**src/common/decode_pkg.sv**
```systemverilog
`default_nettype none

package decode_pkg;

    localparam int INSN_WIDTH     = 32;
    localparam int SLOTS          = 2;
    localparam int LANES          = 4;  // two micro-ops per slot at most
    localparam int PC_WIDTH       = 64;
    localparam int REG_WIDTH      = 5;
    localparam int IMM_WIDTH      = 21;
    localparam int GROUP_Q_DEPTH  = 2;
    localparam int BUNDLE_Q_DEPTH = 2;
    localparam int CNT_WIDTH      = $clog2(LANES + 1);

    // major opcodes, matched against insn[31:21]
    localparam logic [10:0] OPC_ADD_I  = 11'b10010001000;
    localparam logic [10:0] OPC_SUB_I  = 11'b11010001000;
    localparam logic [10:0] OPC_ADDS_R = 11'b10101011000;
    localparam logic [10:0] OPC_SUBS_R = 11'b11101011000;
    localparam logic [10:0] OPC_ORR_R  = 11'b10101010000;
    localparam logic [10:0] OPC_EOR_R  = 11'b11001010000;
    localparam logic [10:0] OPC_ANDS_R = 11'b11101010000;
    localparam logic [10:0] OPC_LDUR   = 11'b11111000010;
    localparam logic [10:0] OPC_STUR   = 11'b11111000000;
    localparam logic [10:0] OPC_B      = 11'b00010100000;
    localparam logic [10:0] OPC_HLT    = 11'b11010100010;
    localparam logic [10:0] OPC_NOP    = 11'b11010101000;

    // wide-immediate moves, matched against insn[31:23]
    localparam logic [8:0] OPC_MOVZ = 9'b110100101;
    localparam logic [8:0] OPC_MOVK = 9'b111100101;

    typedef logic [INSN_WIDTH-1:0] insn_t;
    typedef logic [PC_WIDTH-1:0]   pc_t;
    typedef logic [REG_WIDTH-1:0]  reg_t;
    typedef logic [IMM_WIDTH-1:0]  imm_t;
    typedef logic [CNT_WIDTH-1:0]  count_t;

    typedef enum logic [3:0] {
        UOP_NOP   = 4'd0,
        UOP_ADD   = 4'd1,
        UOP_SUB   = 4'd2,
        UOP_ORR   = 4'd3,
        UOP_EOR   = 4'd4,
        UOP_AND   = 4'd5,
        UOP_MOVZ  = 4'd6,
        UOP_MOVK  = 4'd7,
        UOP_LOAD  = 4'd8,
        UOP_STORE = 4'd9,
        UOP_HLT   = 4'd10
    } uopcode_e;

    typedef struct packed {
        uopcode_e   uopcode;
        reg_t       dst;
        reg_t       src1;
        reg_t       src2;
        imm_t       imm;
        logic [1:0] hw;       // move halfword select
        logic       valb_sel; // operand b from src2, else imm
        logic       mem_read;
        logic       mem_write;
        logic       w_enable;
        logic       tx_begin;
        logic       tx_end;
        pc_t        pc;
    } uop_t;

    typedef struct packed {
        pc_t                   pc;
        insn_t [SLOTS-1:0]     ops;
    } fetch_group_t;

    typedef struct packed {
        uop_t [LANES-1:0] lanes;
        count_t           count;
    } uop_bundle_t;

endpackage

`default_nettype wire
```
**src/rtl/decode_top.sv**
```systemverilog
`timescale 1ns/1ps
`default_nettype none

module decode_top #(
    parameter int GROUP_Q_DEPTH  = decode_pkg::GROUP_Q_DEPTH,
    parameter int BUNDLE_Q_DEPTH = decode_pkg::BUNDLE_Q_DEPTH
) (
    input  logic                              clk_in,
    input  logic                              arst_n,
    input  logic                              flush,
    input  logic                              fetch_valid,
    input  logic [decode_pkg::INSN_WIDTH-1:0] fetch_ops [decode_pkg::SLOTS],
    input  logic [decode_pkg::PC_WIDTH-1:0]   fetch_pc,
    output logic                              decode_ready,
    input  logic                              exe_ready,
    output logic                              uop_valid,
    output decode_pkg::uop_t                  uop_lanes [decode_pkg::LANES],
    output decode_pkg::count_t                uop_count
);
    decode_pkg::fetch_group_t group_in;
    decode_pkg::fetch_group_t group_head;
    decode_pkg::uop_bundle_t  bundle_in;
    decode_pkg::uop_bundle_t  bundle_head;
    logic group_empty;
    logic group_full;
    logic group_pop;
    logic bundle_empty;
    logic bundle_full;
    logic bundle_push;
    logic queue_clear;
    logic has_halt;

    always_comb begin
        group_in.pc = fetch_pc;
        for (int i = 0; i < decode_pkg::SLOTS; i++) begin
            group_in.ops[i] = fetch_ops[i];
        end
    end

    assign decode_ready = !group_full && !flush;

    sync_fifo #(.T(decode_pkg::fetch_group_t), .DEPTH(GROUP_Q_DEPTH)) u_group_q (
        .clk_in (clk_in), .arst_n (arst_n), .clear (queue_clear),
        .push (fetch_valid && decode_ready), .data_in (group_in),
        .pop (group_pop), .head (group_head), .empty (group_empty), .full (group_full)
    );

    uop_pack u_pack (.group (group_head), .bundle (bundle_in), .has_halt (has_halt));

    decode_ctrl u_ctrl (
        .clk_in (clk_in), .arst_n (arst_n), .flush (flush),
        .group_empty (group_empty), .bundle_full (bundle_full),
        .bundle_count (bundle_in.count), .has_halt (has_halt),
        .group_pop (group_pop), .bundle_push (bundle_push), .queue_clear (queue_clear)
    );

    sync_fifo #(.T(decode_pkg::uop_bundle_t), .DEPTH(BUNDLE_Q_DEPTH)) u_bundle_q (
        .clk_in (clk_in), .arst_n (arst_n), .clear (queue_clear),
        .push (bundle_push), .data_in (bundle_in),
        .pop (uop_valid && exe_ready), .head (bundle_head),
        .empty (bundle_empty), .full (bundle_full)
    );

    assign uop_valid = !bundle_empty;
    assign uop_count = bundle_head.count;

    always_comb begin
        for (int i = 0; i < decode_pkg::LANES; i++) begin
            uop_lanes[i] = bundle_head.lanes[i];
        end
    end

endmodule

`default_nettype wire

```
**src/decode/decode_ctrl.sv**
```systemverilog
`timescale 1ns/1ps
`default_nettype none

module decode_ctrl (
    input  logic               clk_in,
    input  logic               arst_n,
    input  logic               flush,
    input  logic               group_empty,
    input  logic               bundle_full,
    input  decode_pkg::count_t bundle_count,
    input  logic               has_halt,
    output logic               group_pop,
    output logic               bundle_push,
    output logic               queue_clear
);
    logic halted;
    logic advance;

    // one group decoded per cycle when there is room downstream
    assign advance     = !flush && !group_empty && !halted && !bundle_full;
    assign group_pop   = advance;
    assign bundle_push = advance && (bundle_count != '0); // empty groups just retire
    assign queue_clear = flush;

    always_ff @(posedge clk_in or negedge arst_n) begin
        if (!arst_n) begin
            halted <= 1'b0;
        end else if (flush) begin
            halted <= 1'b0;
        end else if (bundle_push && has_halt) begin
            halted <= 1'b1; // held until the next flush
        end
    end

endmodule

`default_nettype wire

```
**src/decode/uop_pack.sv**
```systemverilog
`timescale 1ns/1ps
`default_nettype none

module uop_pack (
    input  decode_pkg::fetch_group_t group,
    output decode_pkg::uop_bundle_t  bundle,
    output logic                     has_halt
);
    decode_pkg::uop_t           slot_uops [decode_pkg::SLOTS][2];
    logic [1:0]                 slot_num  [decode_pkg::SLOTS];
    logic [decode_pkg::SLOTS-1:0] slot_ends;
    logic [decode_pkg::SLOTS-1:0] slot_halt;
    decode_pkg::count_t         lane_idx;
    logic                       stop;

    for (genvar s = 0; s < decode_pkg::SLOTS; s++) begin : g_slot
        uop_crack u_crack (
            .insn       (group.ops[s]),
            .pc         (group.pc + decode_pkg::pc_t'(4 * s)),
            .uops       (slot_uops[s]),
            .uop_num    (slot_num[s]),
            .ends_group (slot_ends[s]),
            .is_halt    (slot_halt[s])
        );
    end

    // slots in program order, lanes filled from 0 without gaps
    always_comb begin
        bundle   = '0;
        has_halt = 1'b0;
        lane_idx = '0;
        stop     = 1'b0;
        for (int s = 0; s < decode_pkg::SLOTS; s++) begin
            if (!stop) begin
                for (int k = 0; k < 2; k++) begin
                    if (k < int'(slot_num[s])) begin
                        bundle.lanes[lane_idx] = slot_uops[s][k];
                        lane_idx = lane_idx + decode_pkg::count_t'(1);
                    end
                end
                has_halt = has_halt | slot_halt[s];
                stop     = slot_ends[s]; // younger slots are dropped
            end
        end
        bundle.count = lane_idx;
    end

endmodule

`default_nettype wire

```
**src/decode/uop_crack.sv**
```systemverilog
`timescale 1ns/1ps
`default_nettype none

module uop_crack (
    input  logic [decode_pkg::INSN_WIDTH-1:0] insn,
    input  logic [decode_pkg::PC_WIDTH-1:0]   pc,
    output decode_pkg::uop_t                  uops [2],
    output logic [1:0]                        uop_num,
    output logic                              ends_group,
    output logic                              is_halt
);
    logic [10:0] op11;
    logic [8:0]  op9;
    logic [8:0]  mem_off;
    logic        is_load;

    assign op11    = insn[31:21];
    assign op9     = insn[31:23];
    assign mem_off = insn[20:12];
    assign is_load = (op11 == decode_pkg::OPC_LDUR);

    // single-op defaults, format specific fields are filled by the caller
    function automatic decode_pkg::uop_t make_uop(input decode_pkg::uopcode_e code,
                                                  input decode_pkg::pc_t upc);
        decode_pkg::uop_t u;
        u           = '0;
        u.uopcode   = code;
        u.pc        = upc;
        u.tx_begin  = 1'b1;
        u.tx_end    = 1'b1;
        u.mem_read  = (code == decode_pkg::UOP_LOAD);
        u.mem_write = (code == decode_pkg::UOP_STORE);
        u.w_enable  = (code != decode_pkg::UOP_STORE) && (code != decode_pkg::UOP_HLT);
        return u;
    endfunction

    function automatic decode_pkg::uopcode_e rr_code(input logic [10:0] opc);
        case (opc)
            decode_pkg::OPC_SUBS_R: return decode_pkg::UOP_SUB;
            decode_pkg::OPC_ORR_R:  return decode_pkg::UOP_ORR;
            decode_pkg::OPC_EOR_R:  return decode_pkg::UOP_EOR;
            decode_pkg::OPC_ANDS_R: return decode_pkg::UOP_AND;
            default:                return decode_pkg::UOP_ADD;
        endcase
    endfunction

    always_comb begin
        uops[0]    = '0;
        uops[1]    = '0;
        uop_num    = 2'd0;
        ends_group = 1'b0;
        is_halt    = 1'b0;
        if (op9 == decode_pkg::OPC_MOVZ || op9 == decode_pkg::OPC_MOVK) begin
            uops[0] = make_uop((op9 == decode_pkg::OPC_MOVZ) ? decode_pkg::UOP_MOVZ
                                                             : decode_pkg::UOP_MOVK, pc);
            uops[0].dst = insn[4:0];
            uops[0].imm = decode_pkg::imm_t'(insn[20:5]);
            uops[0].hw  = insn[22:21];
            uop_num     = 2'd1;
        end else begin
            case (op11)
                decode_pkg::OPC_ADD_I, decode_pkg::OPC_SUB_I: begin
                    uops[0] = make_uop((op11 == decode_pkg::OPC_ADD_I) ? decode_pkg::UOP_ADD
                                                                       : decode_pkg::UOP_SUB, pc);
                    uops[0].dst  = insn[4:0];
                    uops[0].src1 = insn[9:5];
                    uops[0].imm  = decode_pkg::imm_t'(insn[21:10]);
                    uop_num      = 2'd1;
                end
                decode_pkg::OPC_ADDS_R, decode_pkg::OPC_SUBS_R, decode_pkg::OPC_ORR_R,
                decode_pkg::OPC_EOR_R, decode_pkg::OPC_ANDS_R: begin
                    uops[0]          = make_uop(rr_code(op11), pc);
                    uops[0].dst      = insn[4:0];
                    uops[0].src1     = insn[9:5];
                    uops[0].src2     = insn[20:16];
                    uops[0].valb_sel = 1'b1;
                    uop_num          = 2'd1;
                end
                decode_pkg::OPC_LDUR, decode_pkg::OPC_STUR: begin
                    if (mem_off != '0) begin
                        // address add lands in rt, the access then reuses rt as base
                        uops[0]        = make_uop(decode_pkg::UOP_ADD, pc);
                        uops[0].dst    = insn[4:0];
                        uops[0].src1   = insn[9:5];
                        uops[0].imm    = decode_pkg::imm_t'(mem_off);
                        uops[0].tx_end = 1'b0;
                        uops[1] = make_uop(is_load ? decode_pkg::UOP_LOAD
                                                   : decode_pkg::UOP_STORE, pc);
                        uops[1].dst      = insn[4:0];
                        uops[1].src1     = insn[4:0];
                        uops[1].tx_begin = 1'b0;
                        uop_num          = 2'd2;
                    end else begin
                        uops[0] = make_uop(is_load ? decode_pkg::UOP_LOAD
                                                   : decode_pkg::UOP_STORE, pc);
                        uops[0].dst  = insn[4:0];
                        uops[0].src1 = insn[9:5];
                        uop_num      = 2'd1;
                    end
                end
                decode_pkg::OPC_B: begin
                    ends_group = 1'b1; // resolved before decode
                end
                decode_pkg::OPC_HLT: begin
                    uops[0]    = make_uop(decode_pkg::UOP_HLT, pc);
                    uop_num    = 2'd1;
                    ends_group = 1'b1;
                    is_halt    = 1'b1;
                end
                default: begin
                end
            endcase
        end
    end

endmodule

`default_nettype wire

```
**src/rtl/sync_fifo.sv**
```systemverilog
`timescale 1ns/1ps
`default_nettype none

module sync_fifo #(
    parameter type T = logic [7:0],
    parameter int DEPTH = 2
) (
    input  logic clk_in,
    input  logic arst_n,
    input  logic clear,
    input  logic push,
    input  T     data_in,
    input  logic pop,
    output T     head,
    output logic empty,
    output logic full
);
    localparam int PTR_W = (DEPTH > 1) ? $clog2(DEPTH) : 1;
    localparam int CNT_W = $clog2(DEPTH + 1);

    T                 mem [DEPTH];
    logic [PTR_W-1:0] rd_ptr;
    logic [PTR_W-1:0] wr_ptr;
    logic [CNT_W-1:0] count;
    logic             do_push;
    logic             do_pop;

    function automatic logic [PTR_W-1:0] next_ptr(input logic [PTR_W-1:0] p);
        return (p == PTR_W'(DEPTH - 1)) ? '0 : p + 1'b1;
    endfunction

    assign do_push = push && !full;
    assign do_pop  = pop && !empty;
    assign empty   = (count == '0);
    assign full    = (count == CNT_W'(DEPTH));
    assign head    = mem[rd_ptr];

    always_ff @(posedge clk_in) begin
        if (do_push) begin
            mem[wr_ptr] <= data_in;
        end
    end

    always_ff @(posedge clk_in or negedge arst_n) begin
        if (!arst_n) begin
            rd_ptr <= '0;
            wr_ptr <= '0;
            count  <= '0;
        end else if (clear) begin
            rd_ptr <= '0;
            wr_ptr <= '0;
            count  <= '0;
        end else begin
            if (do_push) wr_ptr <= next_ptr(wr_ptr);
            if (do_pop) rd_ptr <= next_ptr(rd_ptr);
            if (do_push && !do_pop) begin
                count <= count + CNT_W'(1);
            end else if (do_pop && !do_push) begin
                count <= count - CNT_W'(1);
            end
        end
    end

endmodule

`default_nettype wire

```
**config.mk**
```make
export PLATFORM = sky130hd
export DESIGN_NAME = decode_top
export DESIGN_NICKNAME = d
export VERILOG_FILES = /design/src/common/decode_pkg.sv /design/src/rtl/decode_top.sv /design/src/decode/decode_ctrl.sv /design/src/decode/uop_pack.sv /design/src/decode/uop_crack.sv /design/src/rtl/sync_fifo.sv
export SDC_FILE = /design/constraint.sdc
export NUM_CORES = 1
export LEC_CHECK = 0
export BUFFER_PORTS_ARGS = -buffer_cell sky130_fd_sc_hd__buf_4
export CAP_MARGIN = 10
export CORE_MARGIN = 10
export CORE_UTILIZATION = 60
export DETAILED_ROUTE_END_ITERATION = 10
export PLACE_DENSITY = 0.8
export SYNTH_ARGS = -nofsm -noshare
export SYNTH_HDL_FRONTEND = slang
export SYNTH_HIERARCHICAL = 1
export SYNTH_SLANG_ARGS = --single-unit
export TNS_END_PERCENT = 20
```
**constraint.sdc**
```tcl
create_clock -name clk_in -period 17.75 [get_ports clk_in]
set_input_delay 3.55 -clock clk_in [delete_from_list [all_inputs] [get_ports clk_in]]
set_output_delay 3.55 -clock clk_in [all_outputs]
set_load 0.1 [all_outputs]
```
# Word level (Yosys, flattened, before mapping)
# Memories as Yosys holds them, arrays and structs flattened.
# Cells that the tools add are included.
# word_totals
latch_bits	0
ram_bits	1158
elab_cells	233
regBits	9
inputBits	133
output_inout_bits	453
mem_count	2
mem_bits_ro	0
# op_classes
div	0
shifts	0
eq_ne	59
n_lt_le_gt_ge	10
add_sub_neg	12
multipliers	0
bitwise	1
n_reduce_logical	60
mux	82
# memory_table
name	words	width	rd	rd_clocked_by_memory_dff	wr	line_no	rtl
u_bundle_q.mem	2	451	1	0	1	sync_fifo.sv:21	T mem [DEPTH];
u_group_q.mem	2	128	1	0	1	sync_fifo.sv:21	
# ops
operator	count
2-to-1 mux 448 bit	5
2-to-1 mux 112 bit	14
bitwise mux 448 bit	3
one-hot mux 112 bit (4 select lines)	2
demux 112 bit (select 2 bit)	3
equality test 11 bit (second input constant)	20
adder 64 x 3 -> 64 bit (second input constant)	1
equality test 9 bit (second input constant)	4
equality test 4 bit (second input constant)	8
!= test 4 bit (second input constant)	8
2-to-1 mux 1 bit	30
logical AND 1 bit	27
2-to-1 mux 2 bit	12
one-hot mux 3 bit (4 select lines)	2
nonzero test 9 bit	2
equality test 2 x 4 -> 1 bit (second input constant)	4
equality test 3 x 4 -> 1 bit (second input constant)	4
2-to-1 mux 4 bit	4
!= test 2 x 4 -> 1 bit (second input constant)	4
!= test 3 x 4 -> 1 bit (second input constant)	4
OR reduction 8 bit	2
2-to-1 mux 3 bit	5
equality test 11 x 8 -> 1 bit (second input constant)	1
zero test 1 bit	10
19 further kinds	45

# Logic depth before layout (Yosys ltp)
# An unclocked memory read counts as a cell.
# logic_depth
word_depth	23
depth_mapped	18
depth_no_buf	15

# Hierarchy
# Netlist, hierarchy kept.
# by_module_without_submodules
mod	area_per_inst_um2	seq_area_each_um2	cells_each	instances
sync_fifo (u_bundle_q)	33887.5	27186.1	1428	1
sync_fifo (u_group_q)	9426.5	7787.5	423	1
uop_pack	7178.1	0.0	1149	1
uop_crack	2459.9	0.0	342	2
decode_ctrl	70.1	25.0	8	1
decode_top	26.3	0.0	4	1

# Worst setup path after synthesis
# Ideal clock, no wire load.
# synth_path
path_type	input port to flip-flop
from	in flush
to	mem u_bundle_q/mem[1][0] (netlist name) (enable)
cell_stages	3
required_time_ns	16.874
setup_slack_ns	2.064
setup_time_ns	0.876
path_buffers	0
arrival_ns	14.810
path_cell_list	nor4_1 -> nor2b_1 -> and3_1
# synth_via
elab_chain_cells	8
# synth_lines
item	line_no	rtl
start: declaration	decode_top.sv:10	input logic flush,
zero test 1 bit	decode_ctrl.sv:20	assign advance = !flush && !group_empty && !halted && !bundle_full;
logical AND 1 bit (3 in a row)	decode_ctrl.sv:20	
logical AND 1 bit	decode_ctrl.sv:22	assign bundle_push = advance && (bundle_count != '0);
via bundle_push	decode_top.sv:29	logic bundle_push;
logical AND 1 bit	sync_fifo.sv:32	assign do_push = push && !full;
2-to-1 mux 1 bit	sync_fifo.sv:39	if (do_push) begin
2-to-1 mux 1 bit (implied by the code)	sync_fifo.sv:40	mem[wr_ptr] <= data_in;
end: declaration	sync_fifo.sv:21	
# The timed path passes the listed nets, and every way through them passes these cells.

==> impl_metrics.json <==
{
  "grt_max_degree": 129,
  "hold_class": "register to register",
  "setup-tns-final_ns": 0,
  "htree_levels": 3,
  "crit_fanout": 60,
  "synth.avg_cell_area_um2": 15.0,
  "tightest_slew_ns": 1.25,
  "pwr_density_cell_nw_per_um2": 87.3,
  "drv_cap": 0,
  "slew_violations": 0,
  "clk_pin_slew_ns": 0.06,
  "pre_cts_ws_ns": 9.25,
  "use_met3_pct": 5.96,
  "wl_per_cell_um": 28.9,
  "cts_setup_buffers": 0,
  "period_minus_slack_ns": 8.54,
  "cts_sinks": 1167,
  "worstSkewPairLatency_ns": 0.70,
  "start_util_pct": 60.5,
  "dp_hpwl_mm": 103,
  "gp_congestion": 0.895,
  "core_um2": 91700,
  "io_buffers": 585,
  "fillCellCount": 6057,
  "post_cts_resized": 0,
  "worstPathArrival_ns": 4.99,
  "die_h_um": 324,
  "clock_skew_ns": 0.0314,
  "hold_violations": 0,
  "grt-ovfl-total": 0,
  "cts_max_path_buffers": 3,
  "clock.fmax_mhz": 117,
  "cp.required_ns": 14.20,
  "viasPerCell": 6.51,
  "worstSetupEndpointType": "output port",
  "status": "complete, no violations",
  "final_core_util_pct": 69.4,
  "nets": 4273,
  "cts_root_buffer": "clkbuf_16",
  "rsz0062_at_grt": "no",
  "relSlewSlack_pct": 16.6,
  "syn_to_final_growth_pct": 14.6,
  "drive_gt1_share_pct": 36.6,
  "cts_tree": "done",
  "synthCells": 3694,
  "drc_errors": 0,
  "fin_crit_sh_pct": 48.1,
  "drt_pre_antenna_iters": 7,
  "peakVddDrop_mv": 0.0801,
  "hold_depth": 2,
  "chipWidth_um": 324,
  "cts_made_buffers": 113,
  "p_leak_nw": 22.2,
  "groute.usage.overall_pct": 28.9,
  "yosysWarnings": 6,
  "hold_buffers": 0,
  "wl_mm": 157,
  "antenna_found_initial": 14,
  "synth_area_um2": 55500,
  "finalSetupViolations": 0,
  "crit_type": "register to output port",
  "met2_usage_pct": 45.9,
  "grt_pass1_vias": 34200,
  "worst_slack_ns": 9.21,
  "final-seq-area_um2": 35000,
  "reg2regPathDepth": 13,
  "multi_input_area_um2": 18600,
  "dieArea_um2": 105000,
  "num_rows": 111,
  "grt_pass1_wl_mm": 227,
  "use_met1_pct": 38.8,
  "routed-via-count": 35300,
  "timing.hold.ws_ns": 0.573,
  "io_pins": 586,
  "ant_nets": 0,
  "gr-max-usage-layer": "met2",
  "drt_iter0_markers": 5191,
  "critPathLaunchType": "register"
}
## worst paths after layout
kind,to,slack [ns],from
max,uop_lanes[377],9.21,u_bundle_q/rd_ptr
min,u_ctrl/halted,0.57,u_ctrl/halted
max reg2reg,u_bundle_q/mem[0][91],9.54,u_group_q/rd_ptr
min reg2reg,u_ctrl/halted,0.57,u_ctrl/halted
max in group asynchronous,u_bundle_q/rd_ptr,14.89,arst_n
min in group asynchronous,u_group_q/wr_ptr,2.69,arst_n
## per-layer routing
| metal | part of all wire [%] | vias up |
|---|---|---|
| li1 | - | 15100 |
| met1 | 38 | 17600 |
| met2 | 47 | 2298 |
| met3 | 11 | 341 |
| met4 | 4.2 | 4 |
| met5 | 0.015 | - |
## critical path: stages, from the launching register on
cell and delay [ns]:
dfrtp_4 0.92, buf_4 0.81, buf_4 0.86, buf_4 0.86, mux2_2 0.43, buf_4 0.24
## per-stage QoR
stage | power (mW) | instances | instance area (µm²)
after floorplan | 3.19 | 3766 | 55800
after global placement | 3.24 | 5210 | 60000
after detailed placement | 3.24 | 5210 | 60000
after CTS | 5.56 | 5413 | 63600
after global routing | 5.69 | 5422 | 63600
final | 5.55 | 5425 | 63600
## registers in the layout, indices dropped and copies added, names as in the netlist
register           count
u_bundle_q/count       2
u_bundle_q/mem       902
u_bundle_q/rd_ptr      1
u_bundle_q/wr_ptr      1
u_ctrl/halted          1
u_group_q/count        2
u_group_q/mem        256
u_group_q/rd_ptr       1
u_group_q/wr_ptr       1
## cell usage in the layout, fill, tap and decap left out, types with 13 or more instances in the layout
cell,instances
edfxtp_1,1158
conb_1,74
inv_1,21
clkbuf_16,114
a21boi_2,118
nor3_1,23
xor2_1,28
mux2_2,288
nand3_1,27
nand2_1,293
clkinv_2,13
a21oi_1,19
a32oi_1,224
clkbuf_1,19
nor4_2,13
mux2_4,280
buf_4,636
and3_1,152
nand4_1,20
clkinv_1,28
and2_1,158
a22oi_1,14
nor2_1,152
a32o_1,112
xnor2_1,35
or3_1,13
## area by class of cell
cell class / instances / area share, %
Sequential cell: 1167 / 55.1
Tap cell: 1186 / 2.33
Clock buffer: 133 / 4.60
Antenna cell: 12 / 0.0472
Inverter: 27 / 0.179
Timing Repair Buffer: 637 / 7.54
Multi-Input combinational cell: 2193 / 29.2
Clock inverter: 70 / 1.06
## where the power goes
group / switching, mW / total, mW / internal [mW]
combinational: 0.104 / 0.162 / 0.0579
sequential: 0.00627 / 3.03 / 3.02
clock: 1.02 / 2.36 / 1.33
Power figures use the tool's default switching activity.
